===== config.mk =====
export PLATFORM = sky130hd
export DESIGN_NAME = alu_execute
export DESIGN_NICKNAME = d
export VERILOG_FILES = /design/src/logic/core_pkg.sv /design/src/logic/alu_execute.sv
export VERILOG_INCLUDE_DIRS = /design/src /design/src/logic
export SDC_FILE = /design/constraint.sdc
export NUM_CORES = 1
export LEC_CHECK = 0
export ABC_AREA = 1
export BUFFER_PORTS_ARGS = -buffer_cell sky130_fd_sc_hd__buf_2
export CAP_MARGIN = 20
export CORE_UTILIZATION = 47
export DETAILED_ROUTE_END_ITERATION = 16
export PLACE_DENSITY = 0.82
export SLEW_MARGIN = 20
export SYNTH_ARGS = -nofsm -noshare
export SYNTH_HDL_FRONTEND = slang
export SYNTH_SLANG_ARGS = --single-unit
export TNS_END_PERCENT = 100

===== constraint.sdc =====
create_clock -name vclk -period 2.95
set_clock_uncertainty 0.05 [all_clocks]
set_input_delay 0.4425 -clock vclk [all_inputs]
set_output_delay 0.4425 -clock vclk [all_outputs]
set_load 0.1 [all_outputs]

===== src/logic/core_defines.svh =====
/*
 * Core constants: data and register widths, RV32I opcodes,
 * function codes and the WFI encoding
 */

`ifndef CORE_DEFINES_SVH
`define CORE_DEFINES_SVH

`define CORE_XLEN        32
`define CORE_REG_AW      5
`define CORE_NUM_REGS    32

// Major opcodes
`define CORE_OPC_OP      7'b0110011
`define CORE_OPC_OP_IMM  7'b0010011
`define CORE_OPC_SYSTEM  7'b1110011

`define CORE_F3_ADD      3'b000
`define CORE_F3_SLT      3'b010
`define CORE_F3_XOR      3'b100
`define CORE_F3_OR       3'b110
`define CORE_F3_AND      3'b111
`define CORE_F7_SUB      7'b0100000

`define CORE_INSTR_WFI   32'h10500073

`endif


===== src/logic/core_pkg.sv =====
/*
 * Core types: the two views of a fetched instruction word
 * and the ALU operation select
 */

`default_nettype none

`include "core_defines.svh"

package core_pkg;

  // Register-register view
  typedef struct packed {
    logic [6:0]              funct7;
    logic [`CORE_REG_AW-1:0] rs2;
    logic [`CORE_REG_AW-1:0] rs1;
    logic [2:0]              funct3;
    logic [`CORE_REG_AW-1:0] rd;
    logic [6:0]              opcode;
  } instr_r_t;

  // Register-immediate view
  typedef struct packed {
    logic [11:0]             imm;
    logic [`CORE_REG_AW-1:0] rs1;
    logic [2:0]              funct3;
    logic [`CORE_REG_AW-1:0] rd;
    logic [6:0]              opcode;
  } instr_i_t;

  typedef union packed {
    instr_r_t r;
    instr_i_t i;
  } instr_u;

  typedef enum logic [2:0] {
    ALU_ADD = 3'd0,
    ALU_SUB = 3'd1,
    ALU_AND = 3'd2,
    ALU_OR  = 3'd3,
    ALU_XOR = 3'd4,
    ALU_SLT = 3'd5
  } alu_op_e;

endpackage

`default_nettype wire


===== src/logic/alu_execute.sv =====
/*
 * ALU: add, subtract, logic ops and signed set-less-than
 * on rs1 and either rs2 or the immediate
 */

`timescale 1ns/1ns
`default_nettype none

`include "core_defines.svh"

module alu_execute (
  input  logic [`CORE_XLEN-1:0] rs1_data_i,
  input  logic [`CORE_XLEN-1:0] rs2_data_i,
  input  logic [`CORE_XLEN-1:0] imm_i,
  input  logic                  use_imm_i,
  input  core_pkg::alu_op_e     alu_op_i,
  output logic [`CORE_XLEN-1:0] result_o
);

  import core_pkg::*;

  logic [`CORE_XLEN-1:0] operand_b;
  logic                  less_than;

  assign operand_b = use_imm_i ? imm_i : rs2_data_i;
  assign less_than = $signed(rs1_data_i) < $signed(operand_b);

  always_comb begin
    case (alu_op_i)
      ALU_ADD: result_o = rs1_data_i + operand_b;
      ALU_SUB: result_o = rs1_data_i - operand_b;
      ALU_AND: result_o = rs1_data_i & operand_b;
      ALU_OR:  result_o = rs1_data_i | operand_b;
      ALU_XOR: result_o = rs1_data_i ^ operand_b;
      ALU_SLT: result_o = {{(`CORE_XLEN-1){1'b0}}, less_than};
      default: result_o = '0;
    endcase
  end

endmodule

`default_nettype wire


==> results.txt, run 1 <==
The flow did not finish. The stage at which the flow ended is 5_1_grt. The tool reported: "[ERROR GRT-0232] Routing congestion too high. Check the congestion heatmap in the GUI". The sequential-to-total area share from yosys stat is 0. The count of yosys warnings during synthesis came out at 0. The starting utilization of the core area came out at 0.489. After detailed placement, the total cell area comes to 0.0101 mm2. When the global-route repair_timing finished, the worst setup path ended at result_o[16]. The die extent in x is around 120 um. The overall die height came out at between 100 and 150 um. The total I/O pin count came out at about 130. Ranked by total cell area, the synthesized netlist is headed by sky130_fd_sc_hd__nand2_1 (25%), sky130_fd_sc_hd__ha_1 (19%), sky130_fd_sc_hd__inv_1 (18%). The number of unique standard cell types used by synthesis came out at 34. The number of nets handed over by synthesis was 1,601. The area share of the largest cell type after synthesis is 0.250. The biggest area contributor in the post-synthesis netlist is sky130_fd_sc_hd__nand2_1. The netlist area before placement is about 0.0069 mm2. The maximum number of pins on one net before global-route repair is 33. By count the netlist is led by sky130_fd_sc_hd__nand2_1 (460), sky130_fd_sc_hd__inv_1 (332), sky130_fd_sc_hd__nand3_1 (116). The mean area per synthesized cell came out at between 4 and 5 um2. The routability congestion estimate came out at approximately 0.98. The total global-route track usage came out at 0.814.

After the last repair the worst path ends at an output port. The synthesized instance count is 1,396. The post-detailed-placement half-perimeter wirelength came out at around 24 mm. The number of buffers added on ports is between 100 and 150. By instance count, the leading cell after synthesis is sky130_fd_sc_hd__nand2_1. The number of core rows came out at 43. Global routing finished with a remaining overflow of between 200 and 300.
logic make-up after synthesis:
logic type      after synthesis  share of synthesized area
simple gates                722                      0.435
buf+inv                     382                      0.223
compound gates              183                      0.145
fa+ha+maj                   105                      0.193
xor+xnor                      4                    0.00508
stage by stage:
step           worst slack, ns  std cells
2_1_floorplan          -0.0464       1396
3_3_place_gp            -0.380       1882
3_5_place_dp            -0.436       1882
4_1_cts                 -0.158       1901
metal layers:
layer | GRT overflow | GRT usage
met2 | 150 | 0.988
met3 | 2 | 0.658
met5 | 5 | 0.365
met1 | 5 | 0.795
met4 | 98 | 0.841
repair_timing:
item,in CTS
gates cloned,5
buffers inserted,16
gates resized for setup,293
pin swaps,57
endpoints found under the setup margin,30
hold buffers,0
==> inputs of run 2 (changes only) <==
--- a/config.mk
+++ b/config.mk
@@ -9,9 +9,9 @@
 export ABC_AREA = 1
 export BUFFER_PORTS_ARGS = -buffer_cell sky130_fd_sc_hd__buf_2
 export CAP_MARGIN = 20
-export CORE_UTILIZATION = 47
+export CORE_UTILIZATION = 32
 export DETAILED_ROUTE_END_ITERATION = 16
-export PLACE_DENSITY = 0.82
+export PLACE_DENSITY_LB_ADDON = 0.15
 export SLEW_MARGIN = 20
 export SYNTH_ARGS = -nofsm -noshare
 export SYNTH_HDL_FRONTEND = slang
==> constraint.sdc (replaced) <==
create_clock -name vclk -period 3.8
set_clock_uncertainty 0.05 [all_clocks]
set_input_delay 0.57 -clock vclk [all_inputs]
set_output_delay 0.57 -clock vclk [all_outputs]
set_load 0.1 [all_outputs]
==> run 2 against run 1 <==
  * The flow now finishes without violations
  * Synthesized cell count unchanged
  * Synthesized area is the same
==> results.txt, run 2 <==
The clock buffers instantiated in the layout total 0. The worst slew margin relative to its limit is 0.611. The layout cell share with drive strength beyond 1 came out at 0.189. The total nets after synthesis was 1,601 (unchanged). The type of element launching the critical path is a primary input. Ranked by total cell area, the synthesized netlist is headed by sky130_fd_sc_hd__nand2_1 (25%), sky130_fd_sc_hd__ha_1 (19%), sky130_fd_sc_hd__inv_1 (18%).

The required arrival time at the worst endpoint is 3.18 ns. Setup repair after global routing left no endpoint under its margin. The biggest fanout along the worst timing path is 28. The sequential-to-total area share from yosys stat is 0 (unchanged).

The number of routed nets with antenna violations is 0. The violation count after the first detailed-routing iteration is about 710. The maximum number of pins on one net before global-route repair is 35. The die extent in x came out at 149 um (+21%).

The mean area per synthesized cell came to 4.94 um2 (unchanged). By count the netlist is led by sky130_fd_sc_hd__nand2_1 (460), sky130_fd_sc_hd__inv_1 (332), sky130_fd_sc_hd__nand3_1 (116). Setup violations remaining at the end of the flow were counted as 0. Excluding fillers, the count of instances in the completed layout stands at between 1,500 and 2,000. The number of core rows is 53 (+23%). The routability congestion estimate came to 0.996 (+1.2%).

Summed over all layers, the global routing overflow is 0. The area share of the largest cell type after synthesis came to 0.250 (unchanged). The number of global-route vias before repair came out at around 7,800.

The maximum operating frequency came out at between 0.2 and 0.3 GHz. The number of maximum-capacitance constraint violations is 0. The commonest non-fill, non-tap cell in the layout is sky130_fd_sc_hd__nand2_1. After detailed routing, the average wire length per cell comes to between 10 and 15 um. The netlist area before placement is 0.00690 mm2 (unchanged). The leakage power of the design came out at approximately 5.6 nW. The overall die height came to 149 um (+21%). For the worst setup path, the data arrival time is slightly above 3 ns. The final clock period utilization by the worst path came out at 0.961.

The number of hold buffers added after CTS came out at 0 (unchanged). The wire length of the first global-routing pass came out at about 42 mm. The synthesized instance count came out at 1,396 (unchanged).

The worst setup path is of the primary input to output pin kind. The time the final worst path needs with I/O delays and setup is approximately 3.7 ns. Detailed routing inserted a total of 8,790 vias. The transition time at the pin with the least slew margin is 0.584 ns. The number of antenna violations at the first check in global routing came out at 0.

0 antenna diodes ended up in the layout. After routing the design area is around 0.009 mm2. Registers take 0 um2.

The number of hold violations in the final report is 0. The number of vias per cell after detailed routing came out at ~4.8. The starting utilization of the core area is 0.327 (-0.162). The count of yosys warnings during synthesis is 0 (unchanged). The library cells used most frequently in the layout, excluding fill and tap cells, are sky130_fd_sc_hd__nand2_1 (454), sky130_fd_sc_hd__inv_1 (331), sky130_fd_sc_hd__nor2_1 (101).

The largest vdd supply drop is about 0.18 mV. In this run the power density over the cells is 220 mW/mm2. The number of buffers added on ports came out at 132 (unchanged). The number of placed instances with taps included is 1,844 (-2.0%). The signed area change from the synthesized netlist to the final layout came out at 31.0%. The number of setup buffers added after CTS is 0 (-16). The instance count along the most critical hold path is 5.

The layout filler cell count is 2,382. The number of nets in the finished design is around 1,800. The post-layout utilization of the core is 0.429. The worst hold path terminates at result_o[0].

The total I/O pin count is 132 (unchanged). The min-delay analysis places its worst path in the category primary input to output pin. The most common cell in the synthesized netlist is sky130_fd_sc_hd__nand2_1. The area of the core came out at between 0.02 and 0.025 mm2.

The number of pins with negative max-slew slack in the final report came out at 0. The total global-route track usage is 0.240. The worst setup path is captured at an output pin. The worst hold path begins at alu_op_i[1].

The first detailed-routing pass took 5 iterations. The post-detailed-placement half-perimeter wirelength was 23.2 mm (-5.0%). The flow ran to the end, and the final reports show no timing, DRC or antenna violations. The instance area at placement was 0.00889 mm2 (-12%). The total detailed-routing wirelength is around 28 mm. The number of remaining DRC errors came out at 0. The sequential cell count came out at 0. The number of unique standard cell types used by synthesis is 34 (unchanged).

The biggest area contributor in the post-synthesis netlist is sky130_fd_sc_hd__nand2_1. The die footprint came out at approximately 0.022 mm2.
run 2: timing repair:
action,4_1_cts,5_1_grt
gates cloned,0,2
endpoints found under the setup margin,2,23
gates resized for setup,2,45
run 2: critical path: stages:
cell	delay, ns
sky130_fd_sc_hd__buf_6	0.14
sky130_fd_sc_hd__buf_12	0.16
sky130_fd_sc_hd__o21ai_0	0.26
sky130_fd_sc_hd__ha_2	0.39
sky130_fd_sc_hd__nor2_1	0.24
sky130_fd_sc_hd__nand2_1	0.15
sky130_fd_sc_hd__nor2_1	0.12
sky130_fd_sc_hd__nand2_1	0.06
sky130_fd_sc_hd__nand3_1	0.21
sky130_fd_sc_hd__nand3_1	0.20
sky130_fd_sc_hd__nand2_1	0.10
sky130_fd_sc_hd__nand2_1	0.05
sky130_fd_sc_hd__nand3_1	0.08
sky130_fd_sc_hd__nand3_2	0.10
sky130_fd_sc_hd__buf_12	0.18
run 2: power breakdown:
group          switching, W  internal (W)
Clock                     0             0
Sequential                0             0
Combinational       0.00130      0.000683
Total               0.00130      0.000683
run 2: final cells by class:
cell class / count / area (um2) / share of cell area
Tap cell: 275 / 344 / 0.0381
Inverter: 342 / 1280 / 0.142
Timing Repair Buffer: 215 / 1840 / 0.204
Multi-Input combinational cell: 1014 / 5570 / 0.616
run 2: cell families (layout without fill, tap and decap cells):
kind of cell / count (synthesis) / count (layout) / synth area share
AO/OA/AOI/OAI: 183 / 183 / 0.145
buffers and inverters: 382 / 557 / 0.223
adder cells (fa/ha/maj): 105 / 105 / 0.193
XOR/XNOR: 4 / 4 / 0.00508
AND/OR/NAND/NOR: 722 / 722 / 0.435
run 2: per-layer routing:
layer | vias to the layer above | global-route usage | routed length [um]
li1 | 4601 | - | -
met1 | 3869 | 0.363 | 13500
met2 | 299 | 0.379 | 11600
met3 | 21 | 0.0208 | 2210
met4 | 0 | 0.0209 | 228
met5 | - | 0 | 0
run 2: how the worst max path moves through the flow:
| stage | startpoint | end | slack, ns | depth (start not counted) |
|---|---|---|---|---|
| 3_5_place_dp | use_imm_i | result_o[18] | -0.05 | 17 |
| 4_1_cts | use_imm_i | result_o[29] | 0.006 | 17 |
| 3_3_place_gp | use_imm_i | result_o[18] | -0.01 | 17 |
| 6_report | use_imm_i | result_o[19] | 0.15 | 15 |
| 5_1_grt | use_imm_i | result_o[0] | 0.002 | 16 |
| 2_1_floorplan | use_imm_i | result_o[2] | 0.006 | 11 |
run 2: stage by stage:
stage | TNS [ns] | hold WS (ns) | power, W | setup WS, ns
after global placement | -0.0114 | 1.72 | 0.00193 | -0.0114
after CTS | 0 | 1.73 | 0.00194 | 0.00571
after global routing | 0 | 1.76 | 0.00215 | 0.00178
after floorplan | 0 | 1.51 | 0.00124 | 0.00586
after detailed placement | -0.0490 | 1.73 | 0.00193 | -0.0486
final | 0 | 1.72 | 0.00198 | 0.148
(Power assumes the default switching activity.)
==> inputs of run 3 (changes only) <==
--- a/config.mk
+++ b/config.mk
@@ -9,6 +9,7 @@
 export ABC_AREA = 1
 export BUFFER_PORTS_ARGS = -buffer_cell sky130_fd_sc_hd__buf_2
 export CAP_MARGIN = 20
+export CORE_ASPECT_RATIO = 0.7
 export CORE_UTILIZATION = 32
 export DETAILED_ROUTE_END_ITERATION = 16
 export PLACE_DENSITY_LB_ADDON = 0.15
==> run 3 against run 2 <==
  * Die area about the same
  * Sequential share of layout area unchanged
  * Critical path depth unchanged
  * Hold slack worse by 0.093 ns
  * Wire length up 4.9%
  * Count of clock-buffer cells in the layout unchanged
==> results.txt, run 3 (synthesis gave the netlist of run 2 again) <==
The routability congestion estimate came out at 0.949 (-4.7%). The number of hold buffers added after CTS is 0 (unchanged). The number of search-and-repair iterations in the first detailed-routing pass came out at 5 (unchanged).

The number of remaining DRC errors is 0 (unchanged). The total global-route track usage is 0.257 (+0.0169). The largest vdd supply drop is 0.118 mV (-33%). The worst min-delay path category is primary input to output pin.

The required arrival time at the worst endpoint came out at 3.18 ns (about the same). The leakage power of the design came out at 5.58 nW (-0.16%). The total grt overflow was 0 (unchanged). Setup repair after global routing could not meet its margin everywhere. The number of pins with negative max-slew slack in the final report is 0 (unchanged). The number of core rows is 44 (-17%). The final clock period utilization by the worst path is 0.968 (+0.00704). The library cells used most frequently in the layout, excluding fill and tap cells, are sky130_fd_sc_hd__nand2_1 (452), sky130_fd_sc_hd__inv_1 (331), sky130_fd_sc_hd__buf_2 (101). The arrival time of data at the critical path endpoint came out at 3.06 ns (+0.03 ns). The die extent in x came out at 178 um (+19%). The total of clock buffers placed in the layout is 0 (unchanged). The instance area at placement came out at 0.00892 mm2 (+0.35%). The worst setup path is captured at an output pin. The number of global-route vias before repair is 7,943 (+2.0%).

The number of inserted diodes is 0 (unchanged). The number of hold violations in the final report is 0 (unchanged). The die footprint came out at 0.0222 mm2 (about the same). The maximum number of pins on one net before global-route repair came out at 31 (-11%). The overall die height was 125 um (-16%). The layout cell share with drive strength beyond 1 came to 0.202 (+0.0125). The cell area power density came out at 224 mW/mm2 (+2.2%). The number of nets in the finished design came out at 1,780 (+0.11%).

The final count of negative-setup-slack endpoints is 0 (unchanged). The number of buffers added on ports came out at 132 (unchanged). The number of setup buffers added after CTS is 0 (unchanged). The instance count along the most critical hold path is 5 (unchanged).

The startpoint of the tightest hold check path is alu_op_i[1]. The flow ran to the end, and the final reports show no timing, DRC or antenna violations. The per-cell routed wire length is 15.6 um (+4.8%). For hold timing, the worst endpoint is result_o[0]. The signed area change from the synthesized netlist to the final layout came out at 31.8%.

The total detailed-routing wirelength was 28.9 mm (+4.9%). The number of antenna violations at the first check in global routing is 0 (unchanged). The total I/O pin count is 132 (unchanged).

The commonest non-fill, non-tap cell in the layout is sky130_fd_sc_hd__nand2_1. The worst slew margin relative to its limit came to 0.647 (+0.0361). The maximum operating frequency came to 0.272 GHz (-0.73%).

The critical path starts at use_imm_i. The biggest fanout along the worst timing path was 18 (-36%). The number of routed nets with antenna violations is 0 (unchanged). The wire length of the first global-routing pass is 44.3 mm (+6.1%). The number of maximum-capacitance constraint violations is 0 (unchanged). The starting utilization of the core area was 0.330 (+0.00262). The area of the core is 0.0209 mm2 (-0.79%). STA classifies the critical path startpoint as a primary input. The via count of the routed design is 8,987 (+2.2%). The post-route setup TNS is 0 ns (unchanged).

The critical path is of the primary input to output pin type. The cell area after layout came out at 0.00909 mm2 (+0.57%). The post-detailed-placement half-perimeter wirelength came out at 24.9 mm (+7.2%). The layout filler cell count came out at 2,406 (+1.0%). The sequential cell count came to 0 (unchanged). The number of vias per cell after detailed routing came out at 4.86 (+2.1%). The violation count after the first detailed-routing iteration was 940 (+33%). The time the final worst path needs with I/O delays and setup is 3.68 ns (+0.0268 ns). The area occupied by registers is 0 um2 (unchanged). The transition time at the pin with the least slew margin is 0.530 ns (-0.0542 ns).
## run 3: routing by layer
layer  part of all wire  vias to the layer above  track usage
met5                  0                        -            0
li1                   -                     4610            -
met4             0.0039                        0       0.0106
met3               0.12                       10       0.0519
met1               0.52                     3931        0.421
met2               0.36                      436        0.346
## run 3: stage by stage
step	util	hold WS [ns]	setup slack, ns	total power [W]	instances
final	0.435	1.63	0.122	0.00204	1849
after global routing	0.435	1.69	-0.0335	0.00220	1849
after CTS	0.427	1.64	0.0298	0.00197	1849
after detailed placement	0.427	1.64	-0.0485	0.00196	1849
after global placement	0.427	1.63	0.00256	0.00196	1849
after floorplan	-	1.51	0.00586	0.00124	1396
## run 3: power by group
part / internal (W) / switching [W]
clock: 0 / 0
sequential: 0 / 0
combinational: 0.000693 / 0.00135
total: 0.000693 / 0.00135
## run 3: worst max path at each step
| stage | end | slack, ns |
|---|---|---|
| after floorplan | result_o[2] | 0.006 |
| after global placement | result_o[0] | 0.003 |
| after detailed placement | result_o[10] | -0.05 |
| after CTS | result_o[0] | 0.03 |
| after global routing | result_o[0] | -0.03 |
| final | result_o[30] | 0.12 |
## run 3: cell type report
cell class / count / area, um2 / area share
multi-input combinational: 1014 / 5650 / 0.621
inverter: 342 / 1280 / 0.141
tap: 276 / 345 / 0.0380
timing repair buffer: 217 / 1810 / 0.200
## run 3: timing repair
action                                  CTS  global route
pin swaps                                 0             3
endpoints found under the setup margin    7            25
gates resized for setup                   3            66
## run 3: worst max-delay path, stage by stage
cell and delay, ns:
sky130_fd_sc_hd__buf_2 0.13, sky130_fd_sc_hd__buf_12 0.15, sky130_fd_sc_hd__buf_4 0.17, sky130_fd_sc_hd__o21ai_1 0.24, sky130_fd_sc_hd__ha_1 0.36, sky130_fd_sc_hd__inv_1 0.18
sky130_fd_sc_hd__o21ai_0 0.23, sky130_fd_sc_hd__nor2_1 0.24, sky130_fd_sc_hd__nand2_1 0.08, sky130_fd_sc_hd__a21oi_1 0.18, sky130_fd_sc_hd__nand2_1 0.08, sky130_fd_sc_hd__nand2_1 0.06
sky130_fd_sc_hd__nand3_1 0.07, sky130_fd_sc_hd__nand3_2 0.12, sky130_fd_sc_hd__buf_12 0.17
==> inputs of run 4 (changes only) <==
--- a/config.mk
+++ b/config.mk
@@ -10,9 +10,10 @@
 export BUFFER_PORTS_ARGS = -buffer_cell sky130_fd_sc_hd__buf_2
 export CAP_MARGIN = 20
 export CORE_ASPECT_RATIO = 0.7
-export CORE_UTILIZATION = 32
+export CORE_UTILIZATION = 49
 export DETAILED_ROUTE_END_ITERATION = 16
 export PLACE_DENSITY_LB_ADDON = 0.15
+export SETUP_SLACK_MARGIN = 0.4
 export SLEW_MARGIN = 20
 export SYNTH_ARGS = -nofsm -noshare
 export SYNTH_HDL_FRONTEND = slang
==> run 4 against run 3 <==
  * Global-route usage is 14 points higher
  * Via count is 17% higher
  * Final cell count is 4.7% lower
  * Highest routed layer unchanged
  * Core utilization is 38 points higher
==> results.txt, run 4 (synthesis gave the netlist of run 2 again) <==
The cell class contributing the biggest share of worst-path delay is simple AND/OR/NAND/NOR gates. The layout filler cell count came out at 940 (-61%). The number of routed nets with antenna violations is 0 (unchanged).

The number of hold violations in the final report came out at 0 (unchanged). The reported net switching power came out at 0.00165 W (+22%). The total grt overflow came to 0 (unchanged). The total of clock buffers placed in the layout is 0 (unchanged). The per-cell routed wire length came out at 20.1 um (+29%). The number of pins with negative max-slew slack in the final report was 0 (unchanged).

The time the final worst path needs with I/O delays and setup came out at 3.57 ns (-0.106 ns). The worst setup path is of the primary input to output pin kind. The via count of the routed design came to 10,500 (+17%). The maximum operating frequency is 0.280 GHz (+3.0%).

The signed area change from the synthesized netlist to the final layout is 59.0%. The longest individual stage delay on the worst path is 0.34 ns (-0.02 ns). The cell area power density was 231 mW/mm2 (+3.0%). The number of search-and-repair iterations in the first detailed-routing pass came to 7 (+2).

The wire length of the first global-routing pass is 44.0 mm (-0.58%). The number of core rows was 35 (-20%). The number of vias per cell after detailed routing is 5.98 (+23%).

The number of antenna violations at the first check in global routing is 0 (unchanged). The overall die height is 101 um (-19%). The number of nets in the finished design was 1,785 (+0.28%). The largest vdd supply drop came out at 0.183 mV (+55%). The layout cell share with drive strength beyond 1 is 0.374 (+0.172). The combined buffer and inverter count along the critical path is 3 (-2). The biggest fanout along the worst timing path came out at 8 (-10). The post-detailed-placement half-perimeter wirelength came out at 22.8 mm (-8.6%). The die footprint came out at 0.0146 mm2 (-34%). The required arrival time at the worst endpoint is 3.18 ns (about the same).

The signal on the critical path passes through buf_16 -> clkbuf_16 -> nand2_2 -> o21ai_4 -> ha_4 -> nand2_1 -> nor2_1 -> nand2_1 -> nor2_1 -> nand2_1 -> nand3_1 -> nand3_1 -> nand3_4 -> buf_12. In the layout the commonest cells are sky130_fd_sc_hd__nand2_1 (353), sky130_fd_sc_hd__inv_1 (313), sky130_fd_sc_hd__buf_2 (100). The flow ran to the end, and the final reports show no timing, DRC or antenna violations. The die extent in x is 144 um (-19%). The min-delay analysis places its worst path in the category primary input to output pin. The number of maximum-capacitance constraint violations is 0 (unchanged). Among all stages on the critical path, the largest delay is contributed by sky130_fd_sc_hd__nor2_1.

The final count of negative-setup-slack endpoints is 0 (unchanged). The maximum number of pins on one net before global-route repair is 26 (-16%). The number of buffers added on ports came out at 132 (unchanged).

The type of element launching the critical path is a primary input. The sort of element at the end of the critical path is an output pin. The worst slew margin relative to its limit is 0.462 (-0.185). The number of remaining DRC errors came out at 0 (unchanged). The total global-route track usage came out at 0.394 (+0.136). The cell internal power dissipation is 0.000891 W (+29%).

The switching part of the total power came out at 0.649 (-0.0115). The final clock period utilization by the worst path came out at 0.940 (-0.0278). The post-route setup TNS was 0 ns (unchanged).

By instance count, the cell type seen most on the critical path is sky130_fd_sc_hd__nand2_1. The number of inserted diodes came out at 0 (unchanged). The total I/O pin count came to 132 (unchanged). The library cell used most frequently in the layout, excluding fill and tap cells, is sky130_fd_sc_hd__nand2_1. The arrival time of data at the critical path endpoint is 2.95 ns (-0.11 ns). The violation count after the first detailed-routing iteration is 1,526 (+62%). The area occupied by registers came to 0 um2 (unchanged).

The number of global-route vias before repair was 8,426 (+6.1%). The area of the core is 0.0134 mm2 (-36%). Setup repair after global routing could not meet its margin everywhere. The part of the total power dissipated in sequential elements came out at 0 (unchanged). The minimum setup slack in the final design is 0.227 ns (+0.106 ns). The transition time at the pin with the least slew margin came to 0.806 ns (+0.277 ns). The clock share of power was 0 (unchanged). The number of hold buffers added after CTS was 0 (unchanged). The sequential cell count is 0 (unchanged).

The total detailed-routing wirelength came out at 35.4 mm (+23%). The placement-stage worst setup slack is 0.0403 ns (+0.0888 ns). The routability congestion estimate is 0.984 (+3.7%). The leakage power of the design is 6.04 nW (+8.4%).

The combinational cell fraction of total power came out at 1.000 (about the same). The starting utilization of the core area was 0.513 (+0.183).
==> run 4: cell count changes in the layout (fill, tap and decap cells not counted), sizes merged <==
cell / delta
buf: -1
clkbuf: +6
==> run 4: timing repair <==
action | 4_1_cts | 5_1_grt
gates cloned | 3 | 5
buffers inserted | 3 | 36
pin swaps | 20 | 104
endpoints found under the hold margin | 0 | 0
setup endpoints to repair | 29 | 27
gates resized for setup | 185 | 287
==> run 4: per-layer routing <==
metal	GRT usage	routed length, um
met5	0	0
met2	0.572	14300
met4	0.0777	1510
met1	0.587	13900
met3	0.0804	5620
==> run 4: per-stage QoR <==
stage	cells	instance area, um2	total power [W]	hold slack [ns]	utilization
after floorplan	1396	7260	0.00129	1.42	-
after global placement	1716	8720	0.00189	1.64	0.648
after detailed placement	1716	8720	0.00191	1.66	0.648
after CTS	1722	9480	0.00207	1.63	0.705
after global routing	1763	11000	0.00263	1.66	0.816
final	1763	11000	0.00254	1.63	0.816
==> run 4: power groups by stage <==
stage                     clock network (W)  logic, W  registers (W)
after global routing                      0   0.00263              0
after floorplan                           0   0.00129              0
after global placement                    0   0.00189              0
final                                     0   0.00254              0
after detailed placement                  0   0.00191              0
after CTS                                 0   0.00207              0
==> run 4: area by class of cell <==
type	instances	area [um2]	share of cell area
inverter	342	1290	0.117
multi-input combinational	1014	7380	0.673
tap	185	231	0.0211
timing repair buffer	222	2070	0.188
==> run 4: path summary, 6_finish.rpt <==
| check | start | endpoint | slack, ns | cells after the start |
|---|---|---|---|---|
| worst max-delay path | use_imm_i | result_o[25] | 0.23 | 14 |
| worst min-delay path | alu_op_i[1] | result_o[0] | 1.63 | 5 |
==> run 4: tightest hold or removal path, stage by stage <==
cell                      delay [ns]
sky130_fd_sc_hd__buf_2          0.15
sky130_fd_sc_hd__nor3_1         0.09
sky130_fd_sc_hd__nand3_2        0.09
sky130_fd_sc_hd__nand2_4        0.05
sky130_fd_sc_hd__buf_12         0.16
