`config.mk`:
```
export PLATFORM = sky130hd
export DESIGN_NAME = instr_decode
export DESIGN_NICKNAME = d
export VERILOG_FILES = /design/src/logic/core_pkg.sv /design/src/logic/instr_decode.sv
export VERILOG_INCLUDE_DIRS = /design/src /design/src/logic
export SDC_FILE = /design/constraint.sdc
export NUM_CORES = 1
export LEC_CHECK = 0
export BUFFER_PORTS_ARGS = -buffer_cell sky130_fd_sc_hd__buf_4
export CORE_MARGIN = 5
export CORE_UTILIZATION = 29
export DETAILED_ROUTE_END_ITERATION = 10
export PLACE_DENSITY = 0.88
export SYNTH_ARGS = -nofsm -noshare
export SYNTH_HDL_FRONTEND = slang
export SYNTH_SLANG_ARGS = --single-unit
```
`constraint.sdc`:
```
create_clock -name vclk -period 1.4
set_input_delay 0.35 -clock vclk [all_inputs]
set_output_delay 0.35 -clock vclk [all_outputs]
set_load 0.005 [all_outputs]
```
`src/logic/core_defines.svh`:
```
/*
 * Core constants: data and register widths, RV32I opcodes,
 * function codes and the WFI encoding
 */

`ifndef CORE_DEFINES_SVH
`define CORE_DEFINES_SVH

`define CORE_XLEN        32
`define CORE_REG_AW      5
`define CORE_NUM_REGS    32

// Major opcodes
`define CORE_OPC_OP      7'b0110011
`define CORE_OPC_OP_IMM  7'b0010011
`define CORE_OPC_SYSTEM  7'b1110011

`define CORE_F3_ADD      3'b000
`define CORE_F3_SLT      3'b010
`define CORE_F3_XOR      3'b100
`define CORE_F3_OR       3'b110
`define CORE_F3_AND      3'b111
`define CORE_F7_SUB      7'b0100000

`define CORE_INSTR_WFI   32'h10500073

`endif

```
`src/logic/core_pkg.sv`:
```
/*
 * Core types: the two views of a fetched instruction word
 * and the ALU operation select
 */

`default_nettype none

`include "core_defines.svh"

package core_pkg;

  // Register-register view
  typedef struct packed {
    logic [6:0]              funct7;
    logic [`CORE_REG_AW-1:0] rs2;
    logic [`CORE_REG_AW-1:0] rs1;
    logic [2:0]              funct3;
    logic [`CORE_REG_AW-1:0] rd;
    logic [6:0]              opcode;
  } instr_r_t;

  // Register-immediate view
  typedef struct packed {
    logic [11:0]             imm;
    logic [`CORE_REG_AW-1:0] rs1;
    logic [2:0]              funct3;
    logic [`CORE_REG_AW-1:0] rd;
    logic [6:0]              opcode;
  } instr_i_t;

  typedef union packed {
    instr_r_t r;
    instr_i_t i;
  } instr_u;

  typedef enum logic [2:0] {
    ALU_ADD = 3'd0,
    ALU_SUB = 3'd1,
    ALU_AND = 3'd2,
    ALU_OR  = 3'd3,
    ALU_XOR = 3'd4,
    ALU_SLT = 3'd5
  } alu_op_e;

endpackage

`default_nettype wire

```
`src/logic/instr_decode.sv`:
```
/*
 * Instruction decoder producing register addresses, the sign-extended
 * immediate, the ALU operation and the WFI and legal flags
 */

`timescale 1ns/1ns
`default_nettype none

`include "core_defines.svh"

module instr_decode (
  input  core_pkg::instr_u        instr_word_i,
  output logic [`CORE_REG_AW-1:0] rs1_addr_o,
  output logic [`CORE_REG_AW-1:0] rs2_addr_o,
  output logic [`CORE_REG_AW-1:0] rd_addr_o,
  output logic [`CORE_XLEN-1:0]   imm_o,
  output logic                    use_imm_o,
  output core_pkg::alu_op_e       alu_op_o,
  output logic                    legal_o,
  output logic                    wfi_o
);

  import core_pkg::*;

  logic [6:0] opcode;
  logic [6:0] funct7;
  logic [2:0] funct3;

  assign opcode = instr_word_i.r.opcode;
  assign funct7 = instr_word_i.r.funct7;
  assign funct3 = instr_word_i.r.funct3;

  always_comb begin
    rs1_addr_o = instr_word_i.r.rs1;
    rs2_addr_o = instr_word_i.r.rs2;
    rd_addr_o  = instr_word_i.r.rd;
    imm_o      = {{(`CORE_XLEN-12){instr_word_i.i.imm[11]}}, instr_word_i.i.imm};
    use_imm_o  = 1'b0;
    alu_op_o   = ALU_ADD;
    legal_o    = 1'b0;
    wfi_o      = 1'b0;

    case (opcode)
      `CORE_OPC_OP: begin
        legal_o = (funct7 == 7'b0);
        case (funct3)
          `CORE_F3_ADD: begin
            if (funct7 == `CORE_F7_SUB) begin
              alu_op_o = ALU_SUB;
              legal_o  = 1'b1;
            end
          end
          `CORE_F3_XOR: alu_op_o = ALU_XOR;
          `CORE_F3_OR:  alu_op_o = ALU_OR;
          `CORE_F3_AND: alu_op_o = ALU_AND;
          `CORE_F3_SLT: alu_op_o = ALU_SLT;
          default:      legal_o  = 1'b0;
        endcase
      end
      `CORE_OPC_OP_IMM: begin
        // Immediate view where the rs2 field belongs to the immediate
        use_imm_o  = 1'b1;
        legal_o    = 1'b1;
        case (instr_word_i.i.funct3)
          `CORE_F3_ADD: alu_op_o = ALU_ADD;
          `CORE_F3_XOR: alu_op_o = ALU_XOR;
          `CORE_F3_OR:  alu_op_o = ALU_OR;
          `CORE_F3_AND: alu_op_o = ALU_AND;
          default:      legal_o  = 1'b0;
        endcase
      end
      `CORE_OPC_SYSTEM: begin
        // Only the exact WFI word
        wfi_o   = (instr_word_i == `CORE_INSTR_WFI);
        legal_o = wfi_o;
      end
      default: legal_o = 1'b0;
    endcase
  end

endmodule

`default_nettype wire

```
# ---- Word level (Yosys, flattened, before mapping)
# Index checks and enable logic that the tools add are counted.
dict set report totals {
  register_bits 0
  latchBits 0
  ram_bits 0
  romBits 0
  in_bits 32
  out_inout_bits 53
  word_cells 23
  memories 0
}
dict set report op_classes {
  n_addsub 0
  multipliers 0
  n_div 0
  n_lt_le_gt_ge 0
  n_eq_ne 9
  shift 0
  muxes 10
  n_bitwise 0
  reduce_logical 4
}
# cell n
set ops {}
lappend ops {{equality test 32 x 29 -> 1 bit, second input constant} 1}
lappend ops {{case mux 3 bit (5 select lines)} 1}
lappend ops {{equality test 7 x 6 -> 1 bit, second input constant} 2}
lappend ops {{equality test 3 bit, second input constant} 3}
lappend ops {{case mux 3 bit (3 select lines)} 1}
lappend ops {{OR reduction 4 bit} 2}
lappend ops {{equality test 7 x 5 -> 1 bit, second input constant} 1}
lappend ops {{equality test 7 bit, second input constant} 1}
lappend ops {{logical NOT 7 bit} 1}
lappend ops {{case mux 3 bit (2 select lines)} 1}
lappend ops {{two-way mux 1 bit} 5}
lappend ops {{equality test 3 x 2 -> 1 bit, second input constant} 1}
lappend ops {{logical NOT 3 bit} 1}
lappend ops {{case mux 1 bit (3 select lines)} 1}
lappend ops {{case mux 1 bit (2 select lines)} 1}

# ---- Logic depth before layout (Yosys ltp)
# Gate-level depths: netlist (run 1).
dict set report depth {
  depth_word 4
  ltp_mapped 4
  ltp_nobuf 4
}

# ---- Worst setup path before layout (run 1)
# Ideal clock, no wire load.
dict set report synth_timing {
  path_kind {in2out}
  from {input instr_word_i[17] (netlist bit)}
  to {output legal_o}
  arrival_time_ns 1.204
  slack_ns -0.154
  cell_stages 4
  cell_sequence {nor4_2 -> nand4_1 -> nor4_2 -> a211o_1}
}
dict set report synth_via {
  elab_chain_len 2
}
# item line_no
set synth_rtl {}
lappend synth_rtl {{start, declared} instr_decode.sv:12} ;# input core_pkg::instr_u instr_word_i,
lappend synth_rtl {{equality test 32 x 29 -> 1 bit (no line)} --}
lappend synth_rtl {{case mux 1 bit (3 select lines)} instr_decode.sv:43} ;# case (opcode)
lappend synth_rtl {{end, declared} instr_decode.sv:19} ;# output logic legal_o,
# Every way passes these cells.

# ---- Worst setup path in the final report (run 1)
dict set report layout_timing {
  from {input instr_word_i[25] (netlist bit)}
  to {output alu_op_o[0]}
}
dict set report layout_via {
  elab_chain_len 4
}
# item line_no
set layout_rtl {}
lappend layout_rtl {{equality test 7 x 6 -> 1 bit (no line)} --}
lappend layout_rtl {{two-way mux 1 bit} instr_decode.sv:48} ;# if (funct7 == `CORE_F7_SUB) begin
lappend layout_rtl {{case mux 3 bit (5 select lines)} instr_decode.sv:46} ;# case (funct3)
lappend layout_rtl {{case mux 3 bit (2 select lines)} instr_decode.sv:43}
lappend layout_rtl {{end, declared} instr_decode.sv:18} ;# output core_pkg::alu_op_e alu_op_o,
# Every way passes these cells.

==> PnR_summary.wiki, run 1 <==
{| class="wikitable"
! Metric !! Value
|-
| Wirelength, routed || 2089 um
|-
| Core outline area || 1942 um2
|-
| Synthesis-to-layout area growth || 97.03%
|-
| Switch Pwr || 0.1132 mW
|-
| Final weighted congestion in routability-driven placement || 0.6857
|-
| Failing checks || negative setup slack
|-
| Min setup slack post-route || -393.0 ps
|-
| Crit path DAT || 1440 ps
|-
| Layout cell share with drive strength beyond 1 || 85.07%
|-
| Number of iterations in the first detailed-routing pass || 3
|-
| Ports || 85
|-
| Port bufs || 85
|-
| Number of antenna violations at the first check in global routing || 0
|-
| Combined area of the multi-input logic cells || 311.5 um2
|-
| Number of hold violations in the final report || 0
|-
| Number of DRC markers after the initial detailed-route iteration || 4
|-
| Hold Path Sink || rd_addr_o[1]
|-
| Final critical-path share of the clock period || 128.1%
|-
| Synthesis Warnings || 0
|-
| Detailed-route DRC error count || 0
|-
| CP Launch Type || input port
|-
| Leftover overflow at the end of global routing || 0
|-
| Number of hold-repair buffers added at the cts stage || 0
|-
| Fill cell total of the finished layout || 157
|-
| Max-capacitance violation count || 0
|-
| Max-slew violation total from the final report || 0
|-
| Final critical-path required period || 1793 ps
|-
| Die area || 3039 um2
|-
| Diodes inserted || 0
|-
| RSZ-0062 raised after global routing || true
|-
| Power density over the cells || 266.9 nW/um2
|-
| Net total in the final layout || 168
|-
| Post-synthesis cell type count || 17
|-
| Fin cells || 161
|-
| Synthesized area divided by synthesized cell count || 7.291 um2
|-
| Combinational group share of total power || 100.0%
|-
| Hpwl dp || 1833 um
|-
| Drt wl/cell || 12.98 um
|-
| Clock network fraction of total power || 0%
|-
| Count of placed standard cells including taps || 161
|-
| Sw Share || 36.44%
|-
| Maximum achievable frequency || 557.7 MHz
|-
| Syn nets || 113
|-
| Largest vdd supply drop || 0.1480 mV
|-
| Total Negative Setup Slacks || -1277 ps
|-
| Via count of the first global-routing pass || 712
|-
| Pre-CTS WS || -431.8 ps
|-
| Launch instance of the worst min-delay path || instr_word_i[8]
|-
| Largest net degree at the start of global routing || 22
|-
| Synthesized netlist cell count || 81
|-
| Count of sequential standard cells || 0
|-
| GR Util All Layers || 11.79%
|-
| Effective utilization at floorplan || 30.41%
|-
| Register area || 0 um2
|-
| Worst max-slew margin expressed relative to the limit || 82.60%
|-
| Leak || 0.6093 nW
|-
| Outcome || complete, but fails checks
|-
| Netlist area before placement || 590.6 um2
|-
| Crit Path Category || in -> out
|-
| Number of vias in the routed layout || 709
|-
| CP endpoint kind || primary output
|-
| Measured slew at the worst slew-check pin || 259.0 ps
|-
| Detail Route Antenna Nets || 0
|-
| Most frequent cells in the layout || buf_4, buf_6, nor2_1
|-
| Number of clock buffers in the layout || 0
|-
| Sequential group share of total power || 0%
|-
| P_int || 0.1974 mW
|-
| Worst Path Required || 1050 ps
|-
| Setup Buffers After CTS || 0
|-
| Global-route wire length before repair || 2691 um
|-
| Launching instance or port of the critical path || instr_word_i[25]
|-
| Worst hold path cell count || 2
|-
| Cell row count || 16
|-
| Min-delay worst type || in -> out
|-
| Post-detailed-route via-to-cell ratio || 4.404
|-
| Most frequent standard cell in the layout excluding fill and tap cells || buf_4
|-
| Overall power after layout || 0.3106 mW
|-
| Die boundary height || 55.13 um
|-
| Final count of negative-setup-slack endpoints || 6
|-
| DIE WIDTH || 55.13 um
|-
| Worst Path Max Fanout || 2
|-
| Sequential fraction of the synthesis area || 0%
|}
[power groups by stage]
stage               sequential (mW)  combinational [mW]  clock, mW
finish                            0               0.311          0
global route                      0               0.332          0
CTS                               0               0.300          0
detailed placement                0               0.278          0
global placement                  0               0.272          0
floorplan                         0               0.134          0
[Yosys cell counts]
| cell type | number | area [um2] |
|---|---|---|
| nor4_2 | 4 | 50.05 |
| and4b_1 | 1 | 10.01 |
| inv_1 | 2 | 7.510 |
| nor2b_1 | 2 | 12.51 |
| nor4b_2 | 1 | 15.01 |
| nand3_1 | 1 | 5.000 |
| nor2_1 | 8 | 30.03 |
| o22ai_1 | 1 | 6.260 |
| a211o_1 | 1 | 8.760 |
| buf_4 | 47 | 352.8 |
| a21oi_1 | 2 | 10.01 |
| nand4_1 | 2 | 12.51 |
| o41a_1 | 1 | 11.26 |
| nor3_1 | 4 | 20.02 |
| nand2_1 | 2 | 7.510 |
| nand4_4 | 1 | 21.27 |
| mux2i_1 | 1 | 10.01 |
[per-stage QoR]
stage / hold WS [ps] / cell area (um2) / utilization, %
after floorplan: 724.0 / 595.6 / -
after global placement: 877.3 / 1027 / 52.90
after detailed placement: 880.3 / 1027 / 52.90
after CTS: 867.5 / 1117 / 57.54
after global routing: 877.5 / 1164 / 59.92
final: 873.3 / 1164 / 59.92
[kinds of logic (layout without fill, tap and decap cells)]
| logic type | count (synthesis) | after routing | share of synthesized area (%) |
|---|---|---|---|
| simple gates | 26 | 26 | 31.14 |
| buf+inv | 49 | 102 | 61.02 |
| mux | 1 | 1 | 1.695 |
| compound gates | 5 | 5 | 6.145 |
[metal layers]
metal  track usage (%)  wire length (um)
met4             1.619                21
met3             3.485               410
met5                 0                 0
met2             25.98              1066
met1             10.16               591
[repair_timing]
action                     CTS  global route
cloned                       0             0
resized for setup           20            11
pin swaps                    4             1
hold endpoints to repair     0             0
setup endpoints to repair    6             6
[critical path, cell delays in order]
cell and delay (ps):
buf_8 100, nor3_4 170, nand2_2 90, o41a_1 320
nor4_2 250, buf_4 160
[final cells by class]
cell class                      count  share of cell area (%)
Timing Repair Buffer              100                   69.68
Multi-Input combinational cell     32                   26.77
Tap cell                           27                   2.903
Inverter                            2                  0.6452
[how the worst max path moves through the flow]
stage,end,cells after the start
4_1_cts,alu_op_o[0],6
5_1_grt,alu_op_o[0],6
2_1_floorplan,alu_op_o[0],4
3_3_place_gp,alu_op_o[0],6
6_report,alu_op_o[0],6
3_5_place_dp,alu_op_o[0],6
Note: power is estimated with default switching activity, not from simulation.
==> run 2, diff against run 1 <==
==> constraint.sdc (replaced) <==
create_clock -name vclk -period 1.4
set_input_delay 0.07 -clock vclk [all_inputs]
set_output_delay 0.07 -clock vclk [all_outputs]
set_load 0.005 [all_outputs]
==> run 2 against run 1 <==
Net effect:
- the run now ends clean
- fmax increased by 37%
- clock-buffer cell count unchanged
- power decreased by 19%
- cell area decreased by 20%
- cell count decreased by 8.1%
- critical path depth unchanged
- wire length decreased by 8.2%
- die area unchanged
- via count decreased by 4.2%
- flip-flop and latch count unchanged
- global-route usage decreased by 0.39 points
- core utilization decreased by 12 points
- critical endpoint is now legal_o
- largest power group unchanged
==> PnR_summary.wiki, run 2 (synthesis gave the netlist of run 1 again) <==
{| class="wikitable"
! Metric !! Value
|-
| Die boundary height || 55.13 um (unchanged)
|-
| Power density over the cells || 269.1 nW/um2 (was 266.9 nW/um2)
|-
| Worst max-slew margin expressed relative to the limit || 77.34% (was 82.60%)
|-
| Maximum achievable frequency || 765.8 MHz (was 557.7 MHz)
|-
| Register area || 0 um2 (unchanged)
|-
| Most frequent cell on the critical path || buf_4
|-
| Effective utilization at floorplan || 30.41% (unchanged)
|-
| Wirelength, routed || 1918 um (was 2089 um)
|-
| CP Launch Type || input port (unchanged)
|-
| Outcome || finished clean (was complete, but fails checks)
|-
| Final weighted congestion in routability-driven placement || 0.7100 (was 0.6857)
|-
| Fill cell total of the finished layout || 160 (was 157)
|-
| Cell row count || 16 (unchanged)
|-
| Most frequent standard cell in the layout excluding fill and tap cells || buf_4 (unchanged)
|-
| Number of hold violations in the final report || 0 (unchanged)
|-
| Routed length on met1 || 500 um (was 591 um)
|-
| Post-detailed-route via-to-cell ratio || 4.588 (was 4.404)
|-
| Cell-by-cell listing of the critical path || buf_4 > nor4b_2 > nand4_1 > nor4_2 > a211o_1 > buf_4 (was buf_8 > nor3_4 > nand2_2 > o41a_1 > nor4_2 > buf_4)
|-
| Die area || 3039 um2 (unchanged)
|-
| Net total in the final layout || 155 (was 168)
|-
| Hold slack final || 316.9 ps (was 873.3 ps)
|-
| Wire length on met2 || 905 um (was 1066 um)
|-
| Met3 wirelength from detailed routing || 483 um (was 410 um)
|-
| GR Util All Layers || 11.41% (was 11.79%)
|-
| CP endpoint kind || primary output (unchanged)
|-
| Worst Path Required || 1330 ps (was 1050 ps)
|-
| Ports || 85 (unchanged)
|-
| Via count of the first global-routing pass || 661 (was 712)
|-
| Crit path DAT || 1240 ps (was 1440 ps)
|-
| Final critical-path share of the clock period || 93.27% (was 128.1%)
|-
| Number of vias in the routed layout || 679 (was 709)
|-
| Port bufs || 85 (unchanged)
|-
| RSZ-0062 raised after global routing || false (was true)
|-
| Drt wl/cell || 12.96 um (was 12.98 um)
|-
| Detailed-route DRC error count || 0 (unchanged)
|-
| Max-capacitance violation count || 0 (unchanged)
|-
| Number of clock buffers in the layout || 0 (unchanged)
|-
| Largest net degree at the start of global routing || 22 (unchanged)
|-
| Measured slew at the worst slew-check pin || 337.1 ps (was 259.0 ps)
|-
| Crit Path Category || in -> out (unchanged)
|-
| Min-delay worst type || in -> out (unchanged)
|-
| Most frequent cells in the layout || buf_4, nor2_1, nor4_2 (was buf_4, buf_6, nor2_1)
|-
| Core outline area || 1942 um2 (unchanged)
|-
| Final count of negative-setup-slack endpoints || 0 (was 6)
|-
| Final critical-path required period || 1306 ps (was 1793 ps)
|-
| Leak || 0.4926 nW (was 0.6093 nW)
|-
| Synthesis-to-layout area growth || 57.42% (was 97.03%)
|-
| Hpwl dp || 1771 um (was 1833 um)
|-
| DIE WIDTH || 55.13 um (unchanged)
|-
| Largest vdd supply drop || 0.1482 mV (was 0.1480 mV)
|-
| Global-route wire length before repair || 2601 um (was 2691 um)
|-
| Detail Route Antenna Nets || 0 (unchanged)
|-
| Slowest stage cell on the critical path || nor4_2 (was o41a_1)
|-
| Worst Path Max Fanout || 2 (unchanged)
|-
| Delay contributed by the slowest stage of the critical path || 400 ps (was 320 ps)
|-
| Leftover overflow at the end of global routing || 0 (unchanged)
|-
| Total Negative Setup Slacks || 0 ps (was -1277 ps)
|-
| Top layer reached by signal wires || met4 (unchanged)
|-
| Number of antenna violations at the first check in global routing || 0 (unchanged)
|-
| Layout cell share with drive strength beyond 1 || 77.69% (was 85.07%)
|-
| Number of DRC markers after the initial detailed-route iteration || 5 (was 4)
|-
| Count of sequential standard cells || 0 (unchanged)
|-
| Number of iterations in the first detailed-routing pass || 2 (was 3)
|-
| Max-slew violation total from the final report || 0 (unchanged)
|-
| Diodes inserted || 0 (unchanged)
|}
[run 2: final cells by class]
cell class | count | area, um2 | area share [%]
tap | 27 | 33.78 | 3.634
inverter | 2 | 7.507 | 0.8075
multi-input combinational | 32 | 235.2 | 25.30
timing repair buffer | 87 | 653.1 | 70.26
[run 2: worst paths after layout]
| path | from | to | slack (ps) | depth (start not counted) |
|---|---|---|---|---|
| worst max-delay path | instr_word_i[7] | legal_o | 90 | 6 |
| worst min-delay path | instr_word_i[9] | rd_addr_o[2] | 320 | 2 |
[run 2: what timing repair did]
action / 4_1_cts / 5_1_grt
resized for setup: 0 / 1
hold endpoints to repair: 0 / 0
buffers inserted: 0 / 1
hold buffers: 0 / 0
setup endpoints to repair: 0 / 1
[run 2: report_power, final]
part / switching, mW / internal [mW] / leakage (nW)
Clock: 0 / 0 / 0
Sequential: 0 / 0 / 0
Combinational: 0.0946 / 0.156 / 0.493
[run 2: worst max-delay path: cells and delay by family]
kind | cells | cell delay, ps
AO/OA/AOI/OAI | 1 | 150
buffers and inverters | 2 | 220
AND/OR/NAND/NOR | 3 | 800
[run 2: layer usage]
layer | GRT usage [%] | up-vias
met1 | 9.841 | 295
met4 | 2.429 | 0
met5 | 0 | -
met3 | 5.362 | 4
met2 | 23.23 | 73
li1 | - | 307
[run 2: metrics by stage]
| stage | util [%] | instance area (um2) | cells | worst slack, ps | power [mW] |
|---|---|---|---|---|---|
| after CTS | 47.23 | 917.1 | 147 | 70.23 | 0.2520 |
| after global routing | 47.87 | 929.6 | 148 | 3.747 | 0.2727 |
| after floorplan | - | 590.6 | 81 | 405.8 | 0.1340 |
| final | 47.87 | 929.6 | 148 | 94.21 | 0.2501 |
| after detailed placement | 47.23 | 917.1 | 147 | 74.72 | 0.2515 |
| after global placement | 47.23 | 917.1 | 147 | 115.5 | 0.2459 |
==> run 3, diff against run 2 <==
- ABC_AREA: not set -> 1
- CELL_PAD_IN_SITES_DETAIL_PLACEMENT: not set -> 0
- CELL_PAD_IN_SITES_GLOBAL_PLACEMENT: not set -> 1
- CORE_UTILIZATION: 29 -> 19
- PLACE_DENSITY: 0.88 -> 0.87
==> run 3 against run 2 <==
Net effect:
- cell area is 23% higher
- sequential share of layout area stayed put
- fmax is 31% higher
- via count is 26% higher
- critical path depth is 1 higher
- cell count is 62% higher
- synthesized area is 35% higher
- first-iteration DRC count grew to 11 times the previous value
- largest power group unchanged
==> PnR_summary.wiki, run 3 <==
{| class="wikitable"
! Metric !! Value
|-
| Cell-by-cell listing of the critical path || buf_4 > nor2_2 > nand2_1 > nor2_1 > nor2_1 > nor2_1 > buf_4 (was buf_4 > nor4b_2 > nand4_1 > nor4_2 > a211o_1 > buf_4)
|-
| Detailed-route DRC error count || 0 (unchanged)
|-
| Ports || 85 (unchanged)
|-
| Worst max-slew margin expressed relative to the limit || 80.09% (was 77.34%)
|-
| Worst path buffer plus inverter count || 2 (unchanged)
|-
| Most frequent cell on the critical path || nor2_1 (was buf_4)
|-
| Overall power after layout || 0.2758 mW (was 0.2501 mW)
|-
| Synth top area cells || buf_4, nand2_1, inv_1 (was buf_4, nor4_2, nor2_1)
|-
| Slowest stage cell on the critical path || nor2_1 (was nor4_2)
|-
| DIE WIDTH || 74.67 um (was 55.13 um)
|-
| Top cells by count, synth || buf_4, nand2_1, inv_1 (was buf_4, nor2_1, nor3_1, nor4_2)
|-
| Detail Route Antenna Nets || 0 (unchanged)
|-
| Register area || 0 um2 (unchanged)
|-
| Most frequent cells in the layout || buf_4, nand2_1, inv_1 (was buf_4, nor2_1, nor4_2)
|-
| Synthesized netlist cell count || 152 (was 81)
|-
| Largest net degree at the start of global routing || 23 (was 22)
|-
| CP Launch Type || input port (unchanged)
|-
| Final critical-path share of the clock period || 71.38% (was 93.27%)
|-
| Delay-heaviest family, CP || simple AND/OR/NAND/NOR gates (unchanged)
|-
| Proportion of netlist area held by the largest area contributor || 44.41% (was 59.75%)
|-
| Leftover overflow at the end of global routing || 0 (unchanged)
|-
| Layout cell share with drive strength beyond 1 || 48.95% (was 77.69%)
|-
| Min-delay worst type || in -> out (unchanged)
|-
| Global-route wire length before repair || 3118 um (was 2601 um)
|-
| Max-slew violation total from the final report || 0 (unchanged)
|-
| Delay contributed by the slowest stage of the critical path || 250 ps (was 400 ps)
|-
| Most frequently used cell type in the post-synthesis netlist || buf_4 (unchanged)
|-
| GR Util All Layers || 6.788% (was 11.41%)
|-
| Measured slew at the worst slew-check pin || 297.6 ps (was 337.1 ps)
|-
| Most frequent standard cell in the layout excluding fill and tap cells || buf_4 (unchanged)
|-
| Crit path DAT || 930 ps (was 1240 ps)
|-
| Worst Path Required || 1330 ps (about the same)
|-
| Synthesis Warnings || 0 (unchanged)
|-
| Leak || 0.6930 nW (was 0.4926 nW)
|-
| Final critical-path required period || 999.4 ps (was 1306 ps)
|-
| Effective utilization at floorplan || 19.72% (was 30.41%)
|-
| Hpwl dp || 2074 um (was 1771 um)
|-
| Final count of negative-setup-slack endpoints || 0 (unchanged)
|-
| Netlist area before placement || 794.5 um2 (was 590.6 um2)
|-
| Fin cells || 240 (was 148)
|-
| Wirelength, routed || 2217 um (was 1918 um)
|-
| Die area || 5575 um2 (was 3039 um2)
|-
| Count of placed standard cells including taps || 240 (was 147)
|-
| Post-synthesis cell type count || 15 (was 17)
|-
| Number of DRC markers after the initial detailed-route iteration || 54 (was 5)
|-
| Number of clock buffers in the layout || 0 (unchanged)
|-
| Power density over the cells || 241.4 nW/um2 (was 269.1 nW/um2)
|-
| Maximum achievable frequency || 1001 MHz (was 765.8 MHz)
|-
| Via count of the first global-routing pass || 739 (was 661)
|-
| Diodes inserted || 0 (unchanged)
|-
| Cell row count || 23 (was 16)
|-
| Number of iterations in the first detailed-routing pass || 4 (was 2)
|-
| Setup Buffers After CTS || 0 (unchanged)
|-
| Number of vias in the routed layout || 856 (was 679)
|-
| Number of antenna violations at the first check in global routing || 0 (unchanged)
|-
| CP endpoint kind || primary output (unchanged)
|-
| Number of hold violations in the final report || 0 (unchanged)
|-
| # resized after CTS || 0 (unchanged)
|-
| Core outline area || 4029 um2 (was 1942 um2)
|-
| Net total in the final layout || 224 (was 155)
|-
| Crit Path Category || in -> out (unchanged)
|-
| RSZ-0062 raised after global routing || false (unchanged)
|-
| Count of sequential standard cells || 0 (unchanged)
|-
| Synthesized area divided by synthesized cell count || 5.227 um2 (was 7.291 um2)
|-
| Sequential fraction of the synthesis area || 0% (unchanged)
|-
| Max-capacitance violation count || 0 (unchanged)
|-
| Number of hold-repair buffers added at the cts stage || 0 (unchanged)
|-
| Fill cell total of the finished layout || 475 (was 160)
|-
| Post-detailed-route via-to-cell ratio || 3.567 (was 4.588)
|-
| Total Negative Setup Slacks || 0 ps (unchanged)
|-
| Final weighted congestion in routability-driven placement || 0.7974 (was 0.7100)
|-
| Drt wl/cell || 9.238 um (was 12.96 um)
|-
| Outcome || finished clean (unchanged)
|-
| Library cell with the largest summed area after synthesis || buf_4 (unchanged)
|-
| Worst Path Max Fanout || 4 (was 2)
|-
| Die boundary height || 74.67 um (was 55.13 um)
|-
| Largest vdd supply drop || 0.06462 mV (was 0.1482 mV)
|-
| Syn nets || 184 (was 113)
|-
| Port bufs || 85 (unchanged)
|-
| Synthesis-to-layout area growth || 43.78% (was 57.42%)
|}
## run 3: cell types whose count changed after synthesis, sizes merged, moves of 2 or more
cell   delta
nand2    +35
nand3     +6
nor4      -4
nor2     +14
o21ai     +2
inv      +27
nor2b     -2
nor3      -2
## run 3: kinds of logic after synthesis
logic type | count (synthesis) | share of synthesized area (%)
buffers and inverters | 76 | 58.11
AND/OR/NAND/NOR | 73 | 40.00
AO/OA/AOI/OAI | 3 | 1.888
## run 3: layer usage
layer / GRT usage, % / routed length [um] / vias up
met5: 0 / 0 / -
met2: 12.29 / 1089 / 41
met3: 0.9346 / 296 / 0
met1: 9.113 / 831 / 335
li1: - / - / 480
met4: 0 / 0 / 0
## run 3: layout make-up
type               instances  area (um2)  area share [%]
repair buffers            85       638.1           55.86
multi-input cells         76       332.8           29.13
well taps                 50       62.56           5.476
inverters                 29       108.9           9.529
## run 3: final timing paths
kind	startpoint	to	slack, ps	cells past startpoint
worst min-delay path	instr_word_i[18]	rs1_addr_o[3]	320	2
worst max-delay path	instr_word_i[3]	alu_op_o[0]	400	7
## run 3: power by group
group / leakage [nW] / total, mW / switching, mW / internal [mW]
logic: 0.693 / 0.276 / 0.115 / 0.161
registers: 0 / 0 / 0 / 0
clock network: 0 / 0 / 0 / 0
## run 3: through the flow
| step | util [%] | setup slack, ps | area [um2] | hold WS, ps |
|---|---|---|---|---|
| final | 28.35 | 400.6 | 1142 | 316.3 |
| after global routing | 28.35 | 284.9 | 1142 | 323.5 |
| after CTS | 28.35 | 399.9 | 1142 | 317.8 |
| after detailed placement | 28.35 | 411.9 | 1142 | 317.6 |
| after global placement | 28.35 | 407.6 | 1142 | 318.0 |
| after floorplan | - | 703.4 | 794.5 | 220.8 |
